`config.mk`:
```
export PLATFORM = sky130hd
export DESIGN_NAME = fpmul_top
export DESIGN_NICKNAME = d
export VERILOG_FILES = /design/src/hdl/fpmul_pkg.sv /design/src/hdl/mul_multicycle.sv /design/src/hdl/mul_cycle_timer.sv /design/src/hdl/mul_fsm.sv /design/src/hdl/fp16_sign_exp_round.sv /design/src/hdl/fpmul_axil_regs.sv /design/src/hdl/fpmul_top.sv
export VERILOG_INCLUDE_DIRS = /design/src /design/src/include
export SDC_FILE = /design/constraint.sdc
export NUM_CORES = 1
export LEC_CHECK = 0
export BUFFER_PORTS_ARGS = -buffer_cell sky130_fd_sc_hd__buf_2
export CORE_MARGIN = 2
export CORE_UTILIZATION = 40
export DETAILED_ROUTE_END_ITERATION = 10
export GPL_ROUTABILITY_DRIVEN = 0
export SLEW_MARGIN = 20
export SYNTH_ARGS = -nofsm -noshare
export SYNTH_HDL_FRONTEND = slang
export SYNTH_SLANG_ARGS = --single-unit
```
`constraint.sdc`:
```
create_clock -name clk -period 5.8 [get_ports clk]
set_input_delay 0.58 -clock clk [delete_from_list [all_inputs] [get_ports clk]]
set_output_delay 0.58 -clock clk [all_outputs]
set_load 0.005 [all_outputs]
```
`src/include/fpmul_config.svh`:
```
/*
 * Configuration macros for the fp16 multiply unit.
 * Holds the field widths, the exponent bias, the AXI4-Lite address width
 * and the byte offsets of the host-visible registers.
 */
`ifndef FPMUL_CONFIG_SVH
`define FPMUL_CONFIG_SVH

// Significand width with the hidden bit included.
`define FPMUL_MANT_BITS 11
`define FPMUL_EXP_BITS 5
`define FPMUL_EXP_BIAS 15

`define FPMUL_AXI_ADDR_BITS 5

// Register map, byte addresses on the AXI4-Lite bus.
`define FPMUL_REG_OPA 5'h00
`define FPMUL_REG_OPB 5'h04
`define FPMUL_REG_CTRL 5'h08
`define FPMUL_REG_STATUS 5'h0C
`define FPMUL_REG_RESULT 5'h10

`endif

```
`src/hdl/fpmul_pkg.sv`:
```
/*
 * Shared types of the fp16 multiply unit.
 * Contains the binary16 field struct, the operand word union
 * and the state encoding of the multiply sequencer.
 */
`include "fpmul_config.svh"

package fpmul_pkg;

    // One binary16 value split into its three fields, sign in the top bit.
    typedef struct packed {
        logic                         sign;
        logic [`FPMUL_EXP_BITS-1:0]   exponent;
        logic [`FPMUL_MANT_BITS-2:0]  fraction;
    } fp16_fields_t;

    // An operand register is written by the host as a raw code.
    // The datapath reads the same bits as separate fields.
    typedef union packed {
        logic [15:0]  raw;
        fp16_fields_t fields;
    } fp16_word_t;

    // Sequencer states.
    // CAPTURE doubles as the done state and holds until the next start.
    typedef enum logic [1:0] {
        IDLE     = 2'd0,
        MULTIPLY = 2'd1,
        CAPTURE  = 2'd2
    } mul_state_t;

endpackage

```
`src/hdl/mul_multicycle.sv`:
```
/*
 * Iterative unsigned shift-add multiplier, one multiplier bit per clock.
 * Returns the upper product bits plus the R and S bits, the top product bit
 * and a sticky flag for the truncated low bits.
 */
`timescale 1ns/1ps

module mul_multicycle #(
    parameter int num_bits = 11
) (
    input  logic                  clk,
    input  logic                  nRST,
    input  logic                  start,
    input  logic                  stop,
    input  logic [num_bits-1:0]   op1,
    input  logic [num_bits-1:0]   op2,
    output logic [num_bits+1:0]   result,
    output logic                  overflow,
    output logic                  round_loss
);

    logic [num_bits-1:0]    multiplicand;
    logic [2*num_bits-1:0]  product;
    logic [2*num_bits-1:0]  next_product;
    logic [num_bits:0]      partial;

    // Upper half plus multiplicand, one bit wider to keep the carry.
    assign partial = {1'b0, product[2*num_bits-1:num_bits]} + {1'b0, multiplicand};

    // The top bit tells the rounding logic that the significand product reached 2.0.
    assign overflow = product[2*num_bits-1];
    // The window starts below the top bit and ends with the two extra rounding bits.
    assign result = product[2*num_bits-2 -: num_bits+2];
    // Bits below the returned window only matter as a sticky OR.
    assign round_loss = |product[num_bits-4:0];

    always_comb begin
        next_product = product;
        if (start) begin
            // The multiplier operand sits in the low half and is consumed from bit 0.
            next_product = {{num_bits{1'b0}}, op2};
        end else if (!stop) begin
            if (product[0]) begin
                next_product = {partial, product[num_bits-1:1]};
            end else begin
                next_product = product >> 1;
            end
        end
    end

    always_ff @(posedge clk, negedge nRST) begin
        if (nRST == 1'b0) begin
            product <= '0;
        end else begin
            product <= next_product;
        end
    end

    // The multiplicand only changes on start.
    always_ff @(posedge clk) begin
        if (start) begin
            multiplicand <= op1;
        end
    end

endmodule

```
`src/hdl/mul_cycle_timer.sv`:
```
/*
 * Iteration timer for the multi-cycle multiplier.
 * Loads the iteration count on start and holds stop once it reaches zero.
 */
`timescale 1ns/1ps

module mul_cycle_timer #(
    parameter int count_bits = 11
) (
    input  logic clk,
    input  logic nRST,
    input  logic start,
    output logic stop
);

    localparam int CNT_W = $clog2(count_bits + 1);

    logic [CNT_W-1:0] count;
    logic             armed;

    // Out of reset no multiply has run, so stop stays low until the first start.
    assign stop = armed && (count == '0);

    always_ff @(posedge clk, negedge nRST) begin
        if (nRST == 1'b0) begin
            count <= '0;
            armed <= 1'b0;
        end else if (start) begin
            count <= CNT_W'(count_bits);
            armed <= 1'b1;
        end else if (count != '0) begin
            count <= count - 1'b1;
        end
    end

endmodule

```
`src/hdl/mul_fsm.sv`:
```
/*
 * Multiply sequencer.
 * Turns a start request into the multiplier start pulse, waits for the
 * timer, pulses result capture and reports busy and done.
 */
`timescale 1ns/1ps

module mul_fsm
    import fpmul_pkg::*;
(
    input  logic clk,
    input  logic nRST,
    input  logic start_req,
    input  logic stop,
    output logic mul_start,
    output logic capture,
    output logic busy,
    output logic done
);

    mul_state_t state;
    mul_state_t next_state;
    logic       start_pulse;

    assign busy = (state == MULTIPLY);
    assign done = (state == CAPTURE);

    always_comb begin
        next_state  = state;
        start_pulse = 1'b0;
        capture     = 1'b0;
        case (state)
            IDLE, CAPTURE: begin
                // A new request also clears done by leaving CAPTURE.
                if (start_req) begin
                    next_state  = MULTIPLY;
                    start_pulse = 1'b1;
                end
            end
            MULTIPLY: begin
                // While mul_start is still high the timer has not reloaded.
                // Its stop output is left over from the previous run then.
                if (stop && !mul_start) begin
                    capture    = 1'b1;
                    next_state = CAPTURE;
                end
            end
            default: begin
                next_state = IDLE;
            end
        endcase
    end

    always_ff @(posedge clk, negedge nRST) begin
        if (nRST == 1'b0) begin
            state     <= IDLE;
            mul_start <= 1'b0;
        end else begin
            state     <= next_state;
            mul_start <= start_pulse;
        end
    end

endmodule

```
`src/hdl/fp16_sign_exp_round.sv`:
```
/*
 * Sign, exponent and rounding stage of the fp16 multiply.
 * Builds the hidden-bit significands, normalizes the product, rounds to
 * nearest even and registers the packed result with its inexact flag.
 */
`timescale 1ns/1ps
`include "fpmul_config.svh"

module fp16_sign_exp_round
    import fpmul_pkg::*;
(
    input  logic                         clk,
    input  logic                         nRST,
    input  logic                         capture,
    input  fp16_word_t                   op_a,
    input  fp16_word_t                   op_b,
    input  logic [`FPMUL_MANT_BITS+1:0]  product,
    input  logic                         overflow,
    input  logic                         round_loss,
    output logic [`FPMUL_MANT_BITS-1:0]  mant_a,
    output logic [`FPMUL_MANT_BITS-1:0]  mant_b,
    output logic [15:0]                  result_word,
    output logic                         inexact
);

    localparam int FRAC_BITS = `FPMUL_MANT_BITS - 1;
    localparam int EXP_W = `FPMUL_EXP_BITS + 2;
    localparam int EXP_MAX = (1 << `FPMUL_EXP_BITS) - 1;

    logic                    zero_a;
    logic                    zero_b;
    logic                    sign;
    logic [FRAC_BITS-1:0]    frac;
    logic                    guard;
    logic                    sticky;
    logic                    round_up;
    logic [FRAC_BITS:0]      frac_rnd;
    logic signed [EXP_W-1:0] exp_sum;
    logic signed [EXP_W-1:0] exp_fin;
    logic [15:0]             word_next;
    logic                    inexact_next;

    // Subnormals are flushed, so a zero exponent field means a zero significand.
    assign zero_a = (op_a.fields.exponent == '0);
    assign zero_b = (op_b.fields.exponent == '0);
    assign mant_a = zero_a ? '0 : {1'b1, op_a.fields.fraction};
    assign mant_b = zero_b ? '0 : {1'b1, op_b.fields.fraction};

    assign sign = op_a.fields.sign ^ op_b.fields.sign;

    always_comb begin
        // Two extra exponent bits hold the sign and the headroom past the max code.
        exp_sum = EXP_W'(op_a.fields.exponent) + EXP_W'(op_b.fields.exponent)
                  - EXP_W'(`FPMUL_EXP_BIAS) + EXP_W'(overflow);

        // A product of 2.0 or more shifts the window up by one bit.
        if (overflow) begin
            frac   = product[FRAC_BITS+2:3];
            guard  = product[2];
            sticky = (|product[1:0]) | round_loss;
        end else begin
            frac   = product[FRAC_BITS+1:2];
            guard  = product[1];
            sticky = product[0] | round_loss;
        end

        // Ties go to the even fraction.
        round_up = guard & (sticky | frac[0]);
        frac_rnd = {1'b0, frac} + (FRAC_BITS + 1)'(round_up);
        // A carry out of the fraction means 1.11..1 rounded to 10.00..0.
        exp_fin = exp_sum + EXP_W'(frac_rnd[FRAC_BITS]);

        if (zero_a || zero_b) begin
            word_next    = {sign, 15'b0};
            inexact_next = 1'b0;
        end else if (exp_fin >= EXP_MAX) begin
            word_next    = {sign, {`FPMUL_EXP_BITS{1'b1}}, {FRAC_BITS{1'b0}}};
            inexact_next = 1'b1;
        end else if (exp_fin <= 0) begin
            // Without gradual underflow the whole value is lost.
            word_next    = {sign, 15'b0};
            inexact_next = 1'b1;
        end else begin
            word_next    = {sign, exp_fin[`FPMUL_EXP_BITS-1:0], frac_rnd[FRAC_BITS-1:0]};
            inexact_next = guard | sticky;
        end
    end

    always_ff @(posedge clk, negedge nRST) begin
        if (nRST == 1'b0) begin
            result_word <= '0;
            inexact     <= 1'b0;
        end else if (capture) begin
            result_word <= word_next;
            inexact     <= inexact_next;
        end
    end

endmodule

```
`src/hdl/fpmul_axil_regs.sv`:
```
/*
 * AXI4-Lite register slave of the fp16 multiply unit.
 * Holds the operand registers, decodes the control and status words
 * and returns the result with its inexact flag.
 */
`timescale 1ns/1ps
`include "fpmul_config.svh"

module fpmul_axil_regs
    import fpmul_pkg::*;
(
    input  logic                            clk,
    input  logic                            nRST,
    input  logic [`FPMUL_AXI_ADDR_BITS-1:0] awaddr,
    input  logic                            awvalid,
    output logic                            awready,
    input  logic [31:0]                     wdata,
    input  logic [3:0]                      wstrb,
    input  logic                            wvalid,
    output logic                            wready,
    output logic [1:0]                      bresp,
    output logic                            bvalid,
    input  logic                            bready,
    input  logic [`FPMUL_AXI_ADDR_BITS-1:0] araddr,
    input  logic                            arvalid,
    output logic                            arready,
    output logic [31:0]                     rdata,
    output logic [1:0]                      rresp,
    output logic                            rvalid,
    input  logic                            rready,
    input  logic                            busy,
    input  logic                            done,
    input  logic [15:0]                     result_word,
    input  logic                            inexact,
    output fp16_word_t                      op_a,
    output fp16_word_t                      op_b,
    output logic                            start_req
);

    localparam int AW = `FPMUL_AXI_ADDR_BITS;
    localparam logic [1:0] RESP_OKAY = 2'b00;
    localparam logic [1:0] RESP_SLVERR = 2'b10;

    logic           slave_up;
    logic           aw_full;
    logic           w_full;
    logic           write_fire;
    logic [AW-1:0]  aw_addr_q;
    logic [AW-1:0]  wr_word;
    logic [AW-1:0]  rd_word;
    logic [31:0]    w_data_q;
    logic [3:0]     w_strb_q;
    logic [31:0]    rd_value;

    function automatic logic is_mapped(input logic [AW-1:0] addr);
        return (addr == `FPMUL_REG_OPA) || (addr == `FPMUL_REG_OPB) ||
               (addr == `FPMUL_REG_CTRL) || (addr == `FPMUL_REG_STATUS) ||
               (addr == `FPMUL_REG_RESULT);
    endfunction

    // The channels open one clock after reset and close while a response waits.
    assign awready = slave_up && !aw_full && !bvalid;
    assign wready = slave_up && !w_full && !bvalid;
    assign arready = slave_up && !rvalid;

    // Address and data may arrive in either order; the write happens once both are held.
    assign write_fire = aw_full && w_full;
    assign wr_word = {aw_addr_q[AW-1:2], 2'b00};
    assign rd_word = {araddr[AW-1:2], 2'b00};

    always_comb begin
        case (rd_word)
            `FPMUL_REG_OPA:    rd_value = {16'b0, op_a.raw};
            `FPMUL_REG_OPB:    rd_value = {16'b0, op_b.raw};
            `FPMUL_REG_STATUS: rd_value = {30'b0, done, busy};
            `FPMUL_REG_RESULT: rd_value = {15'b0, inexact, result_word};
            // CTRL reads back as zero just as unmapped space does.
            default:           rd_value = '0;
        endcase
    end

    always_ff @(posedge clk, negedge nRST) begin
        if (nRST == 1'b0) begin
            slave_up  <= 1'b0;
            aw_full   <= 1'b0;
            w_full    <= 1'b0;
            bvalid    <= 1'b0;
            bresp     <= RESP_OKAY;
            rvalid    <= 1'b0;
            rresp     <= RESP_OKAY;
            start_req <= 1'b0;
        end else begin
            slave_up  <= 1'b1;
            start_req <= 1'b0;
            if (awvalid && awready) begin
                aw_full <= 1'b1;
            end
            if (wvalid && wready) begin
                w_full <= 1'b1;
            end
            if (write_fire) begin
                aw_full <= 1'b0;
                w_full  <= 1'b0;
                bvalid  <= 1'b1;
                bresp   <= is_mapped(wr_word) ? RESP_OKAY : RESP_SLVERR;
                // A start while the multiplier runs is dropped.
                start_req <= (wr_word == `FPMUL_REG_CTRL) && w_data_q[0] && !busy;
            end else if (bvalid && bready) begin
                bvalid <= 1'b0;
            end
            if (arvalid && arready) begin
                rvalid <= 1'b1;
                rresp  <= is_mapped(rd_word) ? RESP_OKAY : RESP_SLVERR;
            end else if (rvalid && rready) begin
                rvalid <= 1'b0;
            end
        end
    end

    always_ff @(posedge clk) begin
        if (awvalid && awready) begin
            aw_addr_q <= awaddr;
        end
        if (wvalid && wready) begin
            w_data_q <= wdata;
            w_strb_q <= wstrb;
        end
        if (arvalid && arready) begin
            rdata <= rd_value;
        end
        // Operands take only the lanes enabled by wstrb.
        for (int i = 0; i < 2; i++) begin
            if (write_fire && (wr_word == `FPMUL_REG_OPA) && w_strb_q[i]) begin
                op_a.raw[8*i +: 8] <= w_data_q[8*i +: 8];
            end
            if (write_fire && (wr_word == `FPMUL_REG_OPB) && w_strb_q[i]) begin
                op_b.raw[8*i +: 8] <= w_data_q[8*i +: 8];
            end
        end
    end

endmodule

```
`src/hdl/fpmul_top.sv`:
```
/*
 * Top level of the fp16 multiply unit.
 * Connects the AXI4-Lite slave, the sequencer, the iteration timer,
 * the significand multiplier and the rounding stage.
 */
`timescale 1ns/1ps
`include "fpmul_config.svh"

module fpmul_top
    import fpmul_pkg::*;
(
    input  logic                            clk,
    input  logic                            nRST,
    input  logic [`FPMUL_AXI_ADDR_BITS-1:0] awaddr,
    input  logic                            awvalid,
    output logic                            awready,
    input  logic [31:0]                     wdata,
    input  logic [3:0]                      wstrb,
    input  logic                            wvalid,
    output logic                            wready,
    output logic [1:0]                      bresp,
    output logic                            bvalid,
    input  logic                            bready,
    input  logic [`FPMUL_AXI_ADDR_BITS-1:0] araddr,
    input  logic                            arvalid,
    output logic                            arready,
    output logic [31:0]                     rdata,
    output logic [1:0]                      rresp,
    output logic                            rvalid,
    input  logic                            rready
);

    fp16_word_t                  op_a;
    fp16_word_t                  op_b;
    logic                        start_req;
    logic                        mul_start;
    logic                        mul_stop;
    logic                        capture;
    logic                        busy;
    logic                        done;
    logic [`FPMUL_MANT_BITS-1:0] mant_a;
    logic [`FPMUL_MANT_BITS-1:0] mant_b;
    logic [`FPMUL_MANT_BITS+1:0] product;
    logic                        mul_overflow;
    logic                        round_loss;
    logic [15:0]                 result_word;
    logic                        inexact;

    fpmul_axil_regs regs0 (
        .clk(clk), .nRST(nRST),
        .awaddr(awaddr), .awvalid(awvalid), .awready(awready),
        .wdata(wdata), .wstrb(wstrb), .wvalid(wvalid), .wready(wready),
        .bresp(bresp), .bvalid(bvalid), .bready(bready),
        .araddr(araddr), .arvalid(arvalid), .arready(arready),
        .rdata(rdata), .rresp(rresp), .rvalid(rvalid), .rready(rready),
        .busy(busy), .done(done), .result_word(result_word), .inexact(inexact),
        .op_a(op_a), .op_b(op_b), .start_req(start_req)
    );

    mul_fsm fsm0 (
        .clk(clk), .nRST(nRST), .start_req(start_req), .stop(mul_stop),
        .mul_start(mul_start), .capture(capture), .busy(busy), .done(done)
    );

    // One iteration per significand bit.
    mul_cycle_timer #(.count_bits(`FPMUL_MANT_BITS)) timer0 (
        .clk(clk), .nRST(nRST), .start(mul_start), .stop(mul_stop)
    );

    mul_multicycle #(.num_bits(`FPMUL_MANT_BITS)) mul0 (
        .clk(clk), .nRST(nRST), .start(mul_start), .stop(mul_stop),
        .op1(mant_a), .op2(mant_b), .result(product),
        .overflow(mul_overflow), .round_loss(round_loss)
    );

    fp16_sign_exp_round round0 (
        .clk(clk), .nRST(nRST), .capture(capture), .op_a(op_a), .op_b(op_b),
        .product(product), .overflow(mul_overflow), .round_loss(round_loss),
        .mant_a(mant_a), .mant_b(mant_b), .result_word(result_word), .inexact(inexact)
    );

endmodule

```
* Word level (Yosys, flattened, before mapping)
Cells that the tools add are included.
** Storage, ports and cells
- Register bits after elaboration :: 155
- Input bits :: 53
- Output and inout bits :: 41
- Logic and storage cells :: 140
** Operators by class
- $add $sub $neg :: 7
- Order comparisons :: 2
- Equal/unequal tests :: 13
- Multiplexer cells :: 35
- Bitwise operators :: 6
- Reductions and logical operators :: 52
** Operators with widths (count)
- one-hot mux 17 bit (4 select lines) :: 1
- two-way mux 22 bit :: 3
- two-way mux 15 bit :: 3
- two-way mux 11 bit :: 2
- logical AND 1 bit :: 21
- zero test 5 bit :: 4
- two-way mux 1 bit :: 18
- adder 7 x 1 -> 7 bit :: 2
- adder 11 x 11 -> 12 bit :: 1
- equality test 3 x 2 -> 1 bit (second input constant) :: 4
- adder 10 x 1 -> 11 bit :: 1
- two-way mux 10 bit :: 1
- nonzero test 2 bit :: 5
- logical OR 1 bit :: 9
- two-way mux 2 bit :: 4
- two-way mux 4 bit :: 2
- OR reduction 8 bit :: 1
- >= comparator 7 x 6 -> 1 bit (second input constant) :: 1
- less-or-equal comparator 7 x 1 -> 1 bit (second input constant) :: 1
- subtractor 7 x 4 -> 7 bit (second input constant) :: 1
- adder 5 x 5 -> 6 bit :: 1
- equality test 3 x 1 -> 1 bit (second input constant) :: 2
- equality test 3 bit (second input constant) :: 2
- zero test 1 bit :: 6
- other kinds (14) :: 19

* Logic depth before layout (Yosys ltp)
Gate-level depths: netlist (run 1).
- Depth after elaboration :: 11
- Gate-level depth with buffers :: 21
- Mapped depth without buffers :: 18

* Hierarchy
From an unflattened synthesis (run 1), not the netlist that was laid out.
** Second synthesis, totals
- Cells, all modules :: 655
- Area total of the unflattened synthesis :: 7387.1 um^2
** By module, submodules not included
- fpmul_axil_regs :: times used 1, cells an instance 205, area each 3235.6 um^2, sequential area each 2302.2 um^2
- mul_multicycle :: times used 1, cells an instance 207, area each 1999.4 um^2, sequential area each 880.8 um^2
- fp16_sign_exp_round :: times used 1, cells an instance 205, area each 1742.9 um^2, sequential area each 425.4 um^2
- mul_cycle_timer :: times used 1, cells an instance 25, area each 266.5 um^2, sequential area each 125.1 um^2
- mul_fsm :: times used 1, cells an instance 13, area each 142.6 um^2, sequential area each 75.1 um^2

* Worst setup path after synthesis (run 1)
Ideal clock, no wire load.
- Path type :: reg2reg
- From :: reg mul0.product[21]
- To :: reg round0.result_word[0]
- Library setup time :: 0.067 ns
- Data arrival time :: 4.629 ns
- Data required time :: 5.733 ns
- Path slack :: 1.104 ns
- Cell stages (with the launch flop) :: 22
- Buffers on the path :: 3
- Clock period less this slack :: 4.696 ns
- Cell sequence :: dfrtp_1 > clkbuf_1 > clkbuf_1 > clkbuf_1 > nand2_1 > a21boi_0 > ha_1 > nand4_1 > a21oi_1 > nor3b_1 > nand3_1 > ha_1 > inv_1 > ha_1 > inv_1 > fa_1 > nand2b_1 > o41ai_1 > xnor2_1 > nand2_2 > a211oi_4 > a22o_1
** Between the ends
- Word-level cells in the longest chain between the ends :: 9
- Elaborated cells between the ends (all ways) :: 13
- Those cells by class :: add/sub: 3; order compare: 2; mux: 6; bitwise: 2
** Ends and longest elaborated chain
- from (decl) :: line mul_multicycle.sv:23 : logic [2*num_bits-1:0] product;
- from (signal assigned) :: line mul_multicycle.sv:55 : product <= next_product;
- two-way mux 1 bit / two-way mux 10 bit (equally long branches) :: line fp16_sign_exp_round.sv:57 : if (overflow) begin
- OR 1 bit :: line fp16_sign_exp_round.sv:68 : round_up = guard & (sticky | frac[0]);
- bitwise AND 1 bit :: line fp16_sign_exp_round.sv:68
- adder 10 x 1 -> 11 bit :: line fp16_sign_exp_round.sv:69 : frac_rnd = {1'b0, frac} + (FRAC_BITS + 1)'(round_up);
- adder 7 x 1 -> 7 bit :: line fp16_sign_exp_round.sv:71 : exp_fin = exp_sum + EXP_W'(frac_rnd[FRAC_BITS]);
- less-or-equal comparator 7 x 1 -> 1 bit :: line fp16_sign_exp_round.sv:79 : end else if (exp_fin <= 0) begin
- two-way mux 15 bit :: line fp16_sign_exp_round.sv:79
- two-way mux 15 bit * :: line fp16_sign_exp_round.sv:76 : end else if (exp_fin >= EXP_MAX) begin
- two-way mux 15 bit * :: line fp16_sign_exp_round.sv:73 : if (zero_a || zero_b) begin
- to (signal assigned) :: line fp16_sign_exp_round.sv:94 : result_word <= word_next;
- to (decl) :: line fp16_sign_exp_round.sv:22 : output logic [15:0] result_word,
Mark *: on every way between the ends. The rest lies on a longest branch, timed or not.
A chain may end at the register's enable or synchronous reset.

* Worst setup path in the final report (run 1)
- From :: reg mul0.product[21]
- To :: reg round0.result_word[4]
Same word-level chain as after synthesis.

==> results of run 1 <==
## cell type report
class	instances	share of cell area
clock inverter	12	0.0133
multi-input combinational	413	0.349
timing repair buffer	58	0.0390
tap	220	0.0358
inverter	24	0.0117
clock buffer	20	0.0567
sequential	136	0.495
## cell usage in the layout, fill, tap and decap left out, drive strengths merged, types with 3 or more instances in the layout
cell type  netlist  final
fa               3      3
o21bai           4      4
o21ai           36     36
clkinvlp         0      4
a21o             8      8
a32oi            3      3
buf             19     58
clkbuf          24     20
edfxtp          81     81
conb             2     18
nand2b          11     11
a22o            12     12
inv             24     26
nor3b            4      4
ha              23     23
mux2i           23     23
clkinv           0      5
xor2            10     10
a22oi           13     13
nor3            10     10
nand3           12     12
nor2b           18     18
a31oi           13     13
nor4             3      3
dfrtp           55     55
nor2            49     49
xnor2           16     16
and3             3      3
a211oi           5      5
a21oi           26     26
and2             3      3
nand2           59     59
mux2             5      5
## worst reg2reg max path, delay by kind of cell (launching register included)
| kind | cells | cell delay (ns) |
|---|---|---|
| AOI/OAI and AO/OA | 5 | 1.43 |
| xor gates and xnor gates | 1 | 0.21 |
| DFF | 1 | 0.46 |
| adders and majority gates | 4 | 1.11 |
| and+or+nand+nor | 6 | 1.21 |
| buffers and inverters | 2 | 0.12 |
## worst max path at each step
stage | startpoint | to | slack [ns] | cells past startpoint
2_1_floorplan | mul0.product[21] | round0.result_word[0] | 1.10 | 21
5_1_grt | mul0.product[21] | round0.result_word[7] | 0.76 | 18
6_report | mul0.product[21] | round0.result_word[4] | 1.21 | 18
4_1_cts | mul0.product[21] | round0.result_word[4] | 1.19 | 18
3_3_place_gp | mul0.product[21] | round0.result_word[0] | 1.32 | 18
3_5_place_dp | mul0.product[21] | round0.result_word[1] | 1.21 | 18
## per-layer routing
layer	vias up	global-route usage	part of all wire
li1	2227	-	-
met1	2228	0.227	0.46
met2	141	0.282	0.47
met3	23	0.0420	0.044
met4	0	0.0733	0.022
met5	-	0	0
## per-stage QoR
stage                     std cells  setup slack (ns)  total power [mW]   util
after floorplan                 616              1.10              1.97      -
after global placement          851              1.32              2.14  0.433
after detailed placement        851              1.21              2.18  0.433
after CTS                       883              1.19              3.18  0.466
after global routing            883             0.763              3.36  0.466
final                           883              1.21              3.16  0.466
## sequential cells by signal, indices dropped and copies added, names as in the netlist, 3 cells and up
register / cells
round0.result_word: 16
regs0.op_b: 16
mul0.multiplicand: 11
regs0.op_a: 16
timer0.count: 4
regs0.aw_addr_q: 3
regs0.w_data_q: 16
regs0.rdata: 17
mul0.product: 22
## synthesized netlist by cell type, types with 9 or more instances
cell type and instances:
edfxtp_1 81, nand2_1 57, dfrtp_1 55, nor2_1 49
o21ai_0 36, a21oi_1 25, clkbuf_1 24, inv_1 24
ha_1 23, mux2i_1 23, nor2b_1 18, buf_4 17
xnor2_1 16, a22oi_1 13, a31oi_1 13, a22o_1 12
nand3_1 12, nand2b_1 11, xor2_1 10, nor3_1 9
## power by group through the flow
| stage | Sequential, mW | Combinational, mW | Clock, mW |
|---|---|---|---|
| finish | 1.40 | 0.776 | 0.985 |
| global route | 1.42 | 0.886 | 1.05 |
| CTS | 1.39 | 0.778 | 1.01 |
| detailed placement | 1.41 | 0.774 | 0 |
| global placement | 1.40 | 0.741 | 0 |
| floorplan | 1.31 | 0.665 | 0 |
## logic make-up (layout without fill, tap and decap cells)
| kind of cell | count (synthesis) | in the layout | synth area share |
|---|---|---|---|
| XOR/XNOR | 26 | 26 | 0.0338 |
| multiplexers | 28 | 28 | 0.0425 |
| other | 2 | 18 | 0.00111 |
| AO/OA/AOI/OAI | 131 | 131 | 0.127 |
| flip-flops | 136 | 136 | 0.565 |
| buffers and inverters | 67 | 114 | 0.0469 |
| adder cells (fa/ha/maj) | 26 | 26 | 0.0516 |
| AND/OR/NAND/NOR | 184 | 184 | 0.132 |
==> impl_metrics.toml, run 1 <==
[synthesis]
synth_seq_area_share = 0.565
syn_area_sq_um = 6750
synthCells = 600
synth-seq-cells = 136
synth_warnings = 0
synth_edf_count = 81
yosys_most_used_dff = "edfxtp_1"
yosys.area.top_type = "edfxtp_1"
yosys.area.top_type_share = 0.361
synthArstFlopShare = 0.404
synthTopCellsByArea = "edfxtp_1, dfrtp_1, ha_1, mux2i_1, nand2_1"
yosysUniqueCellTypes = 56
syn_avg_cell_area_sq_um = 11.2

[pwr]
switching_share = 0.324
leakage_nw = 3.19
seq_power_share = 0.442
pwr-share-comb = 0.246
vdd_drop_max_mv = 0.214
power_frac_clock = 0.312
p_sw_mw = 1.02
p_int_mw = 2.13
power_density_nw_per_um2 = 410

[sta]
final_hold_viol_count = 0
layout_worst_path_cycle_share = 0.791
setup_viol = 0
fmax_mhz = 218
fin_tns_setup_ns = 0
rsz0062_at_grt = "false"
finClkSkew_ns = 0.00809
fin_crit_ns = 4.59
max_slew.worst_pin.slew_ns = 1.00
maxSlewHeadroom = 0.327
holdWs_ns = 0.319
slew_violations = 0

[cells_and_area]
design_area_sq_um = 7700
area.growth.synth_to_final_pct = 14.1
register_area_sq_um = 3810
drive_gt1_frac = 0.152
multiInputGateArea_sq_um = 2690
diodes = 0
nets = 729
fillers = 1536

[drt]
wl_per_cell_microns = 16.6
postRouteAntennaNets = 0
drt-initial-drc-count = 315
vias_per_cell = 5.23
drc = 0
vias = 4619
dr.pass1.iters = 5
wl_mm = 14.6

[global_route]
antenna_found_initial = 0
grt.overflow.total = 0
grt_max_degree = 56
grt_pass1_vias = 4741
grt_pass1_wl_mm = 24.1
track_usage = 0.175

[setup_path]
r2r_end = "round0.result_word[4]"
crit_type = "reg -> reg"
critPathTopFamily = "compound AO/OA/AOI/OAI gates"
max_stage_delay_ns = 0.49
rrSetupSlack_ns = 1.21
cpMostUsedCell = "ha_1"
cp.required_ns = 6.16
r2r_start = "mul0.product[21]"
critical_path.max_fanout = 10
worstPathArrival_ns = 4.94
path_cells = "nand2b_1, a21boi_0, ha_1, nand4_1, a21oi_1, nor3b_1, nand3_1, ha_1, inv_1, ha_1, inv_1, fa_1, nand2b_1, o41ai_1, xnor2_1, nand2_2, a211oi_4, a22o_1"
end_kind = "register"
rr_worst_depth = 18
cp_slowest_cell = "a211oi_4"
start_kind = "register"
critical_path_buf_inv_count = 2

[cts]
cts_buffer_depth = 2
htreeDepth = 4
cts_root_buffer = "clkbuf_16"
numCtsBuffers = 17
cts.repair.resized = 0
clk_latency_ns = 0.42
clkTransAtPathRegs_ns = 0.06
clock-sinks = 136
postCtsSetupBuffers = 0
cts_tree = "built"
hold_buffers = 0

[die]
core-area_sq_um = 16500
initial_utilization = 0.408
rows = 47
dieArea_sq_um = 17900
fp.dieH_microns = 134
ios = 94
die_w_microns = 134

[run]
maxCapViolations = 0

[placement]
portBuffers = 54
dpl.hpwl_mm = 10.3
place_area_sq_um = 7160

[status]
status = "complete, no violations"

[worst_hold_path]
hold_path.class = "in -> async"
(Power assumes the default switching activity.)
==> run 2: changes to the inputs <==
ABC_AREA = 1   (was unset)
clock period = 4.1 ns   (was 5.8 ns; I/O delays follow)
==> impl_metrics.toml, run 2 <==
[status]
status = "complete, no violations"

[global_route]
antenna_found_initial = 0
grt_pass1_wl_mm = 24.3
track_usage = 0.173
grt_use_met3 = 0.0353
grt.overflow.total = 0
grtUsageMet2 = 0.275
met1_usage = 0.230
grt_pass1_vias = 4813
grt_max_degree = 44
busiest_layer = "met2"

[drt]
drc = 0
postRouteAntennaNets = 0
wl_per_cell_microns = 14.4
drt-initial-drc-count = 310
vias_per_cell = 4.84
vias = 5015
wl_mm = 14.9
dr.pass1.iters = 5

[cts]
clock-sinks = 136
htreeDepth = 4
clkTransAtPathRegs_ns = 0.06
clk_latency_ns = 0.42
cts_root_buffer = "clkbuf_16"
numCtsBuffers = 17
cts_tree = "built"
cts_buffer_depth = 2

[synthesis]
synthXorXnorAreaFrac = 0.0191
yosysUniqueCellTypes = 41
synthArstFlopShare = 0.404
synth.area.mux_share = 0
yosys-top-cells-count = "nand2_1, inv_1, edfxtp_1"
synth_seq_area_share = 0.554
synth_top_family_by_area = "simple AND/OR/NAND/NOR gates"
synth_simple_gate_area_frac = 0.210
synthCells = 732
syn_avg_cell_area_sq_um = 9.38
syn_area_sq_um = 6870
synth-seq-cells = 136
synth_warnings = 0
yosys.area_share.adder = 0.0506
synth_edf_count = 81
yosys.area.top_type = "edfxtp_1"
synthTopCellsByArea = "edfxtp_1, dfrtp_1, nand2_1, inv_1, ha_1"
synth-compound-area-share = 0.0789
yosys.area.top_type_share = 0.354
yosys_most_used_dff = "edfxtp_1"
synth.most_common_cell = "nand2_1"

[cells_and_area]
final_cell_mix = "nand2_1, inv_1, edfxtp_1"
diodes = 0
drive_gt1_frac = 0.153
area.growth.synth_to_final_pct = 16.2
final_util = 0.478
largest_register_ffs = 22
largest_register = "mul0.product"
fillers = 1571
nets = 882
final_common_cell = "nand2_1"
top_regs = "mul0.product (22), regs0.rdata (17)"

[worst_hold_path]
min_delay_worst_endpoint = "regs0.w_data_q[3]"
hold_path.class = "in -> reg"
hold_depth = 1
min-delay-start = "wdata[3]"

[sta]
layout_worst_path_cycle_share = 0.920
final_hold_viol_count = 0
fin_tns_setup_ns = 0
fin_crit_ns = 3.77
max_slew.worst_pin.slew_ns = 0.814
setup_viol = 0
finClkSkew_ns = 0.00994
slew_violations = 0
maxSlewHeadroom = 0.455
fmax_mhz = 265

[pwr]
power_density_nw_per_um2 = 596
leakage_nw = 3.67
vdd_drop_max_mv = 0.341

[setup_path]
end_kind = "register"
start_kind = "register"
worstPathArrival_ns = 4.13
crit_type = "reg -> reg"
r2r_start = "mul0.product[21]"
rr_worst_depth = 24
cp.required_ns = 4.46
r2r_end = "round0.result_word[8]"
rrSetupSlack_ns = 0.33
critical_path.max_fanout = 10

[die]
rows = 47
fp.dieH_microns = 135
core-area_sq_um = 16700
die_w_microns = 135
ios = 94
dieArea_sq_um = 18200
initial_utilization = 0.411

[placement]
dpl.hpwl_mm = 10.9
portBuffers = 54

[run]
maxCapViolations = 0
==> run 2: worst max-delay path, cell delays in order, from the launching register on <==
cell and delay (ns):
dfrtp_2 0.47, nand2_1 0.13, o21ai_4 0.09, inv_1 0.11
nor2_4 0.14, ha_1 0.16, inv_1 0.09, nor3_4 0.23
nand4_1 0.13, inv_1 0.08, nand2_1 0.06, ha_1 0.29
inv_1 0.05, ha_1 0.15, inv_1 0.06, fa_1 0.41
nor2_2 0.15, nand4_1 0.13, nand2_1 0.08, nand2_1 0.05
nand2_2 0.15, inv_2 0.08, nor2_4 0.21, nand3_1 0.14
nand2_1 0.09
==> run 2: kinds of logic (layout without fill, tap and decap cells) <==
logic type	Yosys count	count (layout)
simple gates	326	326
flops	136	136
buf+inv	135	203
compound gates	92	92
fa+ha+maj	26	26
xor+xnor	15	15
other cells	2	18
==> run 2: cell type report <==
| cell class | count | area, sq um | share of cell area |
|---|---|---|---|
| tap | 220 | 275 | 0.0345 |
| inverter | 105 | 394 | 0.0494 |
| sequential | 136 | 3810 | 0.477 |
| clock inverter | 15 | 164 | 0.0205 |
| clock buffer | 17 | 425 | 0.0533 |
| timing repair buffer | 66 | 363 | 0.0455 |
| multi-input combinational | 477 | 2550 | 0.320 |
==> run 2: how the worst max path moves through the flow <==
| stage | startpoint | to | slack [ns] | cells past startpoint |
|---|---|---|---|---|
| after floorplan | mul0.product[21] | round0.result_word[0] | 0.53 | 25 |
| after global placement | mul0.product[21] | round0.result_word[2] | 0.24 | 23 |
| after detailed placement | mul0.product[21] | round0.result_word[8] | 0.20 | 23 |
| after CTS | mul0.product[21] | round0.result_word[8] | 0.12 | 23 |
| after global routing | mul0.product[21] | round0.result_word[12] | -0.02 | 26 |
| final | mul0.product[21] | round0.result_word[8] | 0.33 | 24 |
==> run 2: report_power, final <==
part | internal, mW | total (mW) | switching (mW) | leakage (nW)
registers | 1.71 | 1.88 | 0.174 | 1.43
logic | 0.516 | 1.35 | 0.837 | 1.95
clock network | 0.907 | 1.52 | 0.610 | 0.288
==> run 2: repair_timing <==
item	CTS	global route
setup buffers	0	3
hold buffers	1	0
endpoints found under the hold margin	12	0
endpoints found under the setup margin	0	16
gates resized for setup	0	7
==> run 2: stage by stage <==
step | hold WS, ns | cell area, sq um | std cells | worst slack (ns) | power (mW)
after floorplan | 0.114 | 6930 | 748 | 0.528 | 2.86
after global placement | 0.332 | 7340 | 1000 | 0.238 | 3.18
after detailed placement | 0.333 | 7340 | 1000 | 0.197 | 3.19
after CTS | 0.148 | 7940 | 1033 | 0.121 | 4.72
after global routing | 0.148 | 7980 | 1036 | -0.0240 | 5.06
final | 0.161 | 7980 | 1036 | 0.328 | 4.75
==> run 2: layer usage <==
metal	wire length, microns	share of wire
met1	7150	0.48
met2	6960	0.47
met3	541	0.036
met5	0	0
met4	274	0.018
==> run 3: changes to the inputs <==
REMOVE_ABC_BUFFERS = 1   (was unset)
==> impl_metrics.toml, run 3 (synthesis results as in run 2) <==
[status]
status = "complete, no violations"

[global_route]
track_usage = 0.174
grt_pass1_wl_mm = 24.3
antenna_found_initial = 0
grt_pass1_vias = 4834
grt_max_degree = 29
grt.overflow.total = 0

[cells_and_area]
fin_cells = 1035
area.growth.synth_to_final_pct = 16.3
largest_register = "mul0.product"
final_util = 0.478
top_regs = "mul0.product (22), regs0.rdata (17)"
final_cell_mix = "nand2_1, inv_1, edfxtp_1"
diodes = 0
design_area_sq_um = 7990
drive_gt1_frac = 0.153
nets = 881
final_common_cell = "nand2_1"
largest_register_ffs = 22

[drt]
routed.top_layer = "met4"
drc = 0
wl_met1_mm = 7.21
routed-wl-met2_mm = 6.87
wl_met3_microns = 537
drt-initial-drc-count = 251
vias_per_cell = 4.79
wl_mm = 15.0
postRouteAntennaNets = 0
vias = 4954
wl_per_cell_microns = 14.4
dr.pass1.iters = 5

[sta]
fin_tns_setup_ns = 0
rsz0062_at_grt = "false"
setup_viol = 0
fin_crit_ns = 3.72
maxSlewHeadroom = 0.470
layout_worst_path_cycle_share = 0.907
fmax_mhz = 269
holdWs_ns = 0.0583
max_slew.worst_pin.slew_ns = 0.794
slew_violations = 0
finClkSkew_ns = 0.00694
final_hold_viol_count = 0

[setup_path]
rr_worst_depth = 24
critical_path.max_fanout = 14
cp.required_ns = 4.40
start_kind = "register"
crit_type = "reg -> reg"
worstPathArrival_ns = 4.02
end_kind = "register"

[die]
core-area_sq_um = 16700
ios = 94
rows = 47
initial_utilization = 0.411
die_w_microns = 135
fp.dieH_microns = 135
dieArea_sq_um = 18200

[placement]
dp_cells = 1002
portBuffers = 54
dpl.hpwl_mm = 10.8
place_area_sq_um = 7350

[cts]
clk_latency_ns = 0.42
numCtsBuffers = 17
cts_root_buffer = "clkbuf_16"
clock-sinks = 136
htreeDepth = 4
cts_buffer_depth = 2
clkTransAtPathRegs_ns = 0.06
cts_tree = "built"
postCtsSetupBuffers = 0

[pwr]
power_density_nw_per_um2 = 599
vdd_drop_max_mv = 0.355
leakage_nw = 3.67

[run]
maxCapViolations = 0

[worst_hold_path]
hold_path.class = "in -> async"
run 3: changes by cell type in the layout (fill, tap and decap cells not counted), moves of 2 or more:
| cell | previous run | this run |
|---|---|---|
| bufinv_16 | 2 | 4 |
| clkbuf_1 | 0 | 2 |
| clkinv_2 | 1 | 4 |
| inv_6 | 4 | 1 |
| inv_8 | 2 | 0 |
| o21ai_2 | 1 | 3 |
run 3: per-stage QoR:
step	total power, mW	setup WS, ns
5_1_grt	5.10	0.0146
6_report	4.79	0.381
3_5_place_dp	3.19	0.260
3_3_place_gp	3.19	0.335
2_1_floorplan	2.82	0.425
4_1_cts	4.79	0.236
run 3: repair_timing:
item,in CTS,in global routing
hold buffers,0,0
endpoints found under the setup margin,0,16
gates resized for setup,0,8
run 3: final timing paths:
kind / startpoint / endpoint / slack, ns
max reg2reg: mul0.product[21] / round0.result_word[13] / 0.38
max: mul0.product[21] / round0.result_word[13] / 0.38
min reg2reg: regs0.aw_addr_q[4] / regs0.start_req / 0.43
min: nRST / mul0.product[19] / 0.06
max in group asynchronous: nRST / mul0.product[21] / 3.18
min in group clk: rready / regs0.rvalid / 0.16
run 3: cell type report:
cell class / instances / area (sq um)
Inverter: 105 / 394
Tap cell: 220 / 275
Clock inverter: 13 / 178
Clock buffer: 19 / 433
Sequential cell: 136 / 3810
Timing Repair Buffer: 64 / 345
Fill cell: 1590 / 8710
Multi-Input combinational cell: 478 / 2550
run 3: worst max-delay path, cell delays in order, from the launching register on:
cell	delay (ns)
dfrtp_2	0.46
buf_4	0.19
o21ai_1	0.20
buf_4	0.17
nand2_1	0.08
nor3_4	0.24
nand4_1	0.14
inv_1	0.07
nand2_1	0.05
ha_1	0.27
inv_1	0.05
ha_1	0.15
inv_1	0.05
fa_1	0.42
nand3b_1	0.20
nand2_1	0.09
inv_1	0.06
nand3_1	0.07
nor2_1	0.05
nand2_1	0.09
nand2_2	0.08
nand2_4	0.13
o21ai_0	0.13
nand2_1	0.09
nand2_1	0.05
run 3: where the power goes:
part / switching [mW] / internal [mW]
logic: 0.829 / 0.498
registers: 0.171 / 1.71
clock network: 0.568 / 1.01
total: 1.57 / 3.22
run 3: per-layer routing:
| metal | GRT usage | up-vias |
|---|---|---|
| met5 | 0 | - |
| met4 | 0.0718 | 0 |
| met1 | 0.234 | 2282 |
| met2 | 0.277 | 109 |
| met3 | 0.0345 | 24 |
| li1 | - | 2539 |
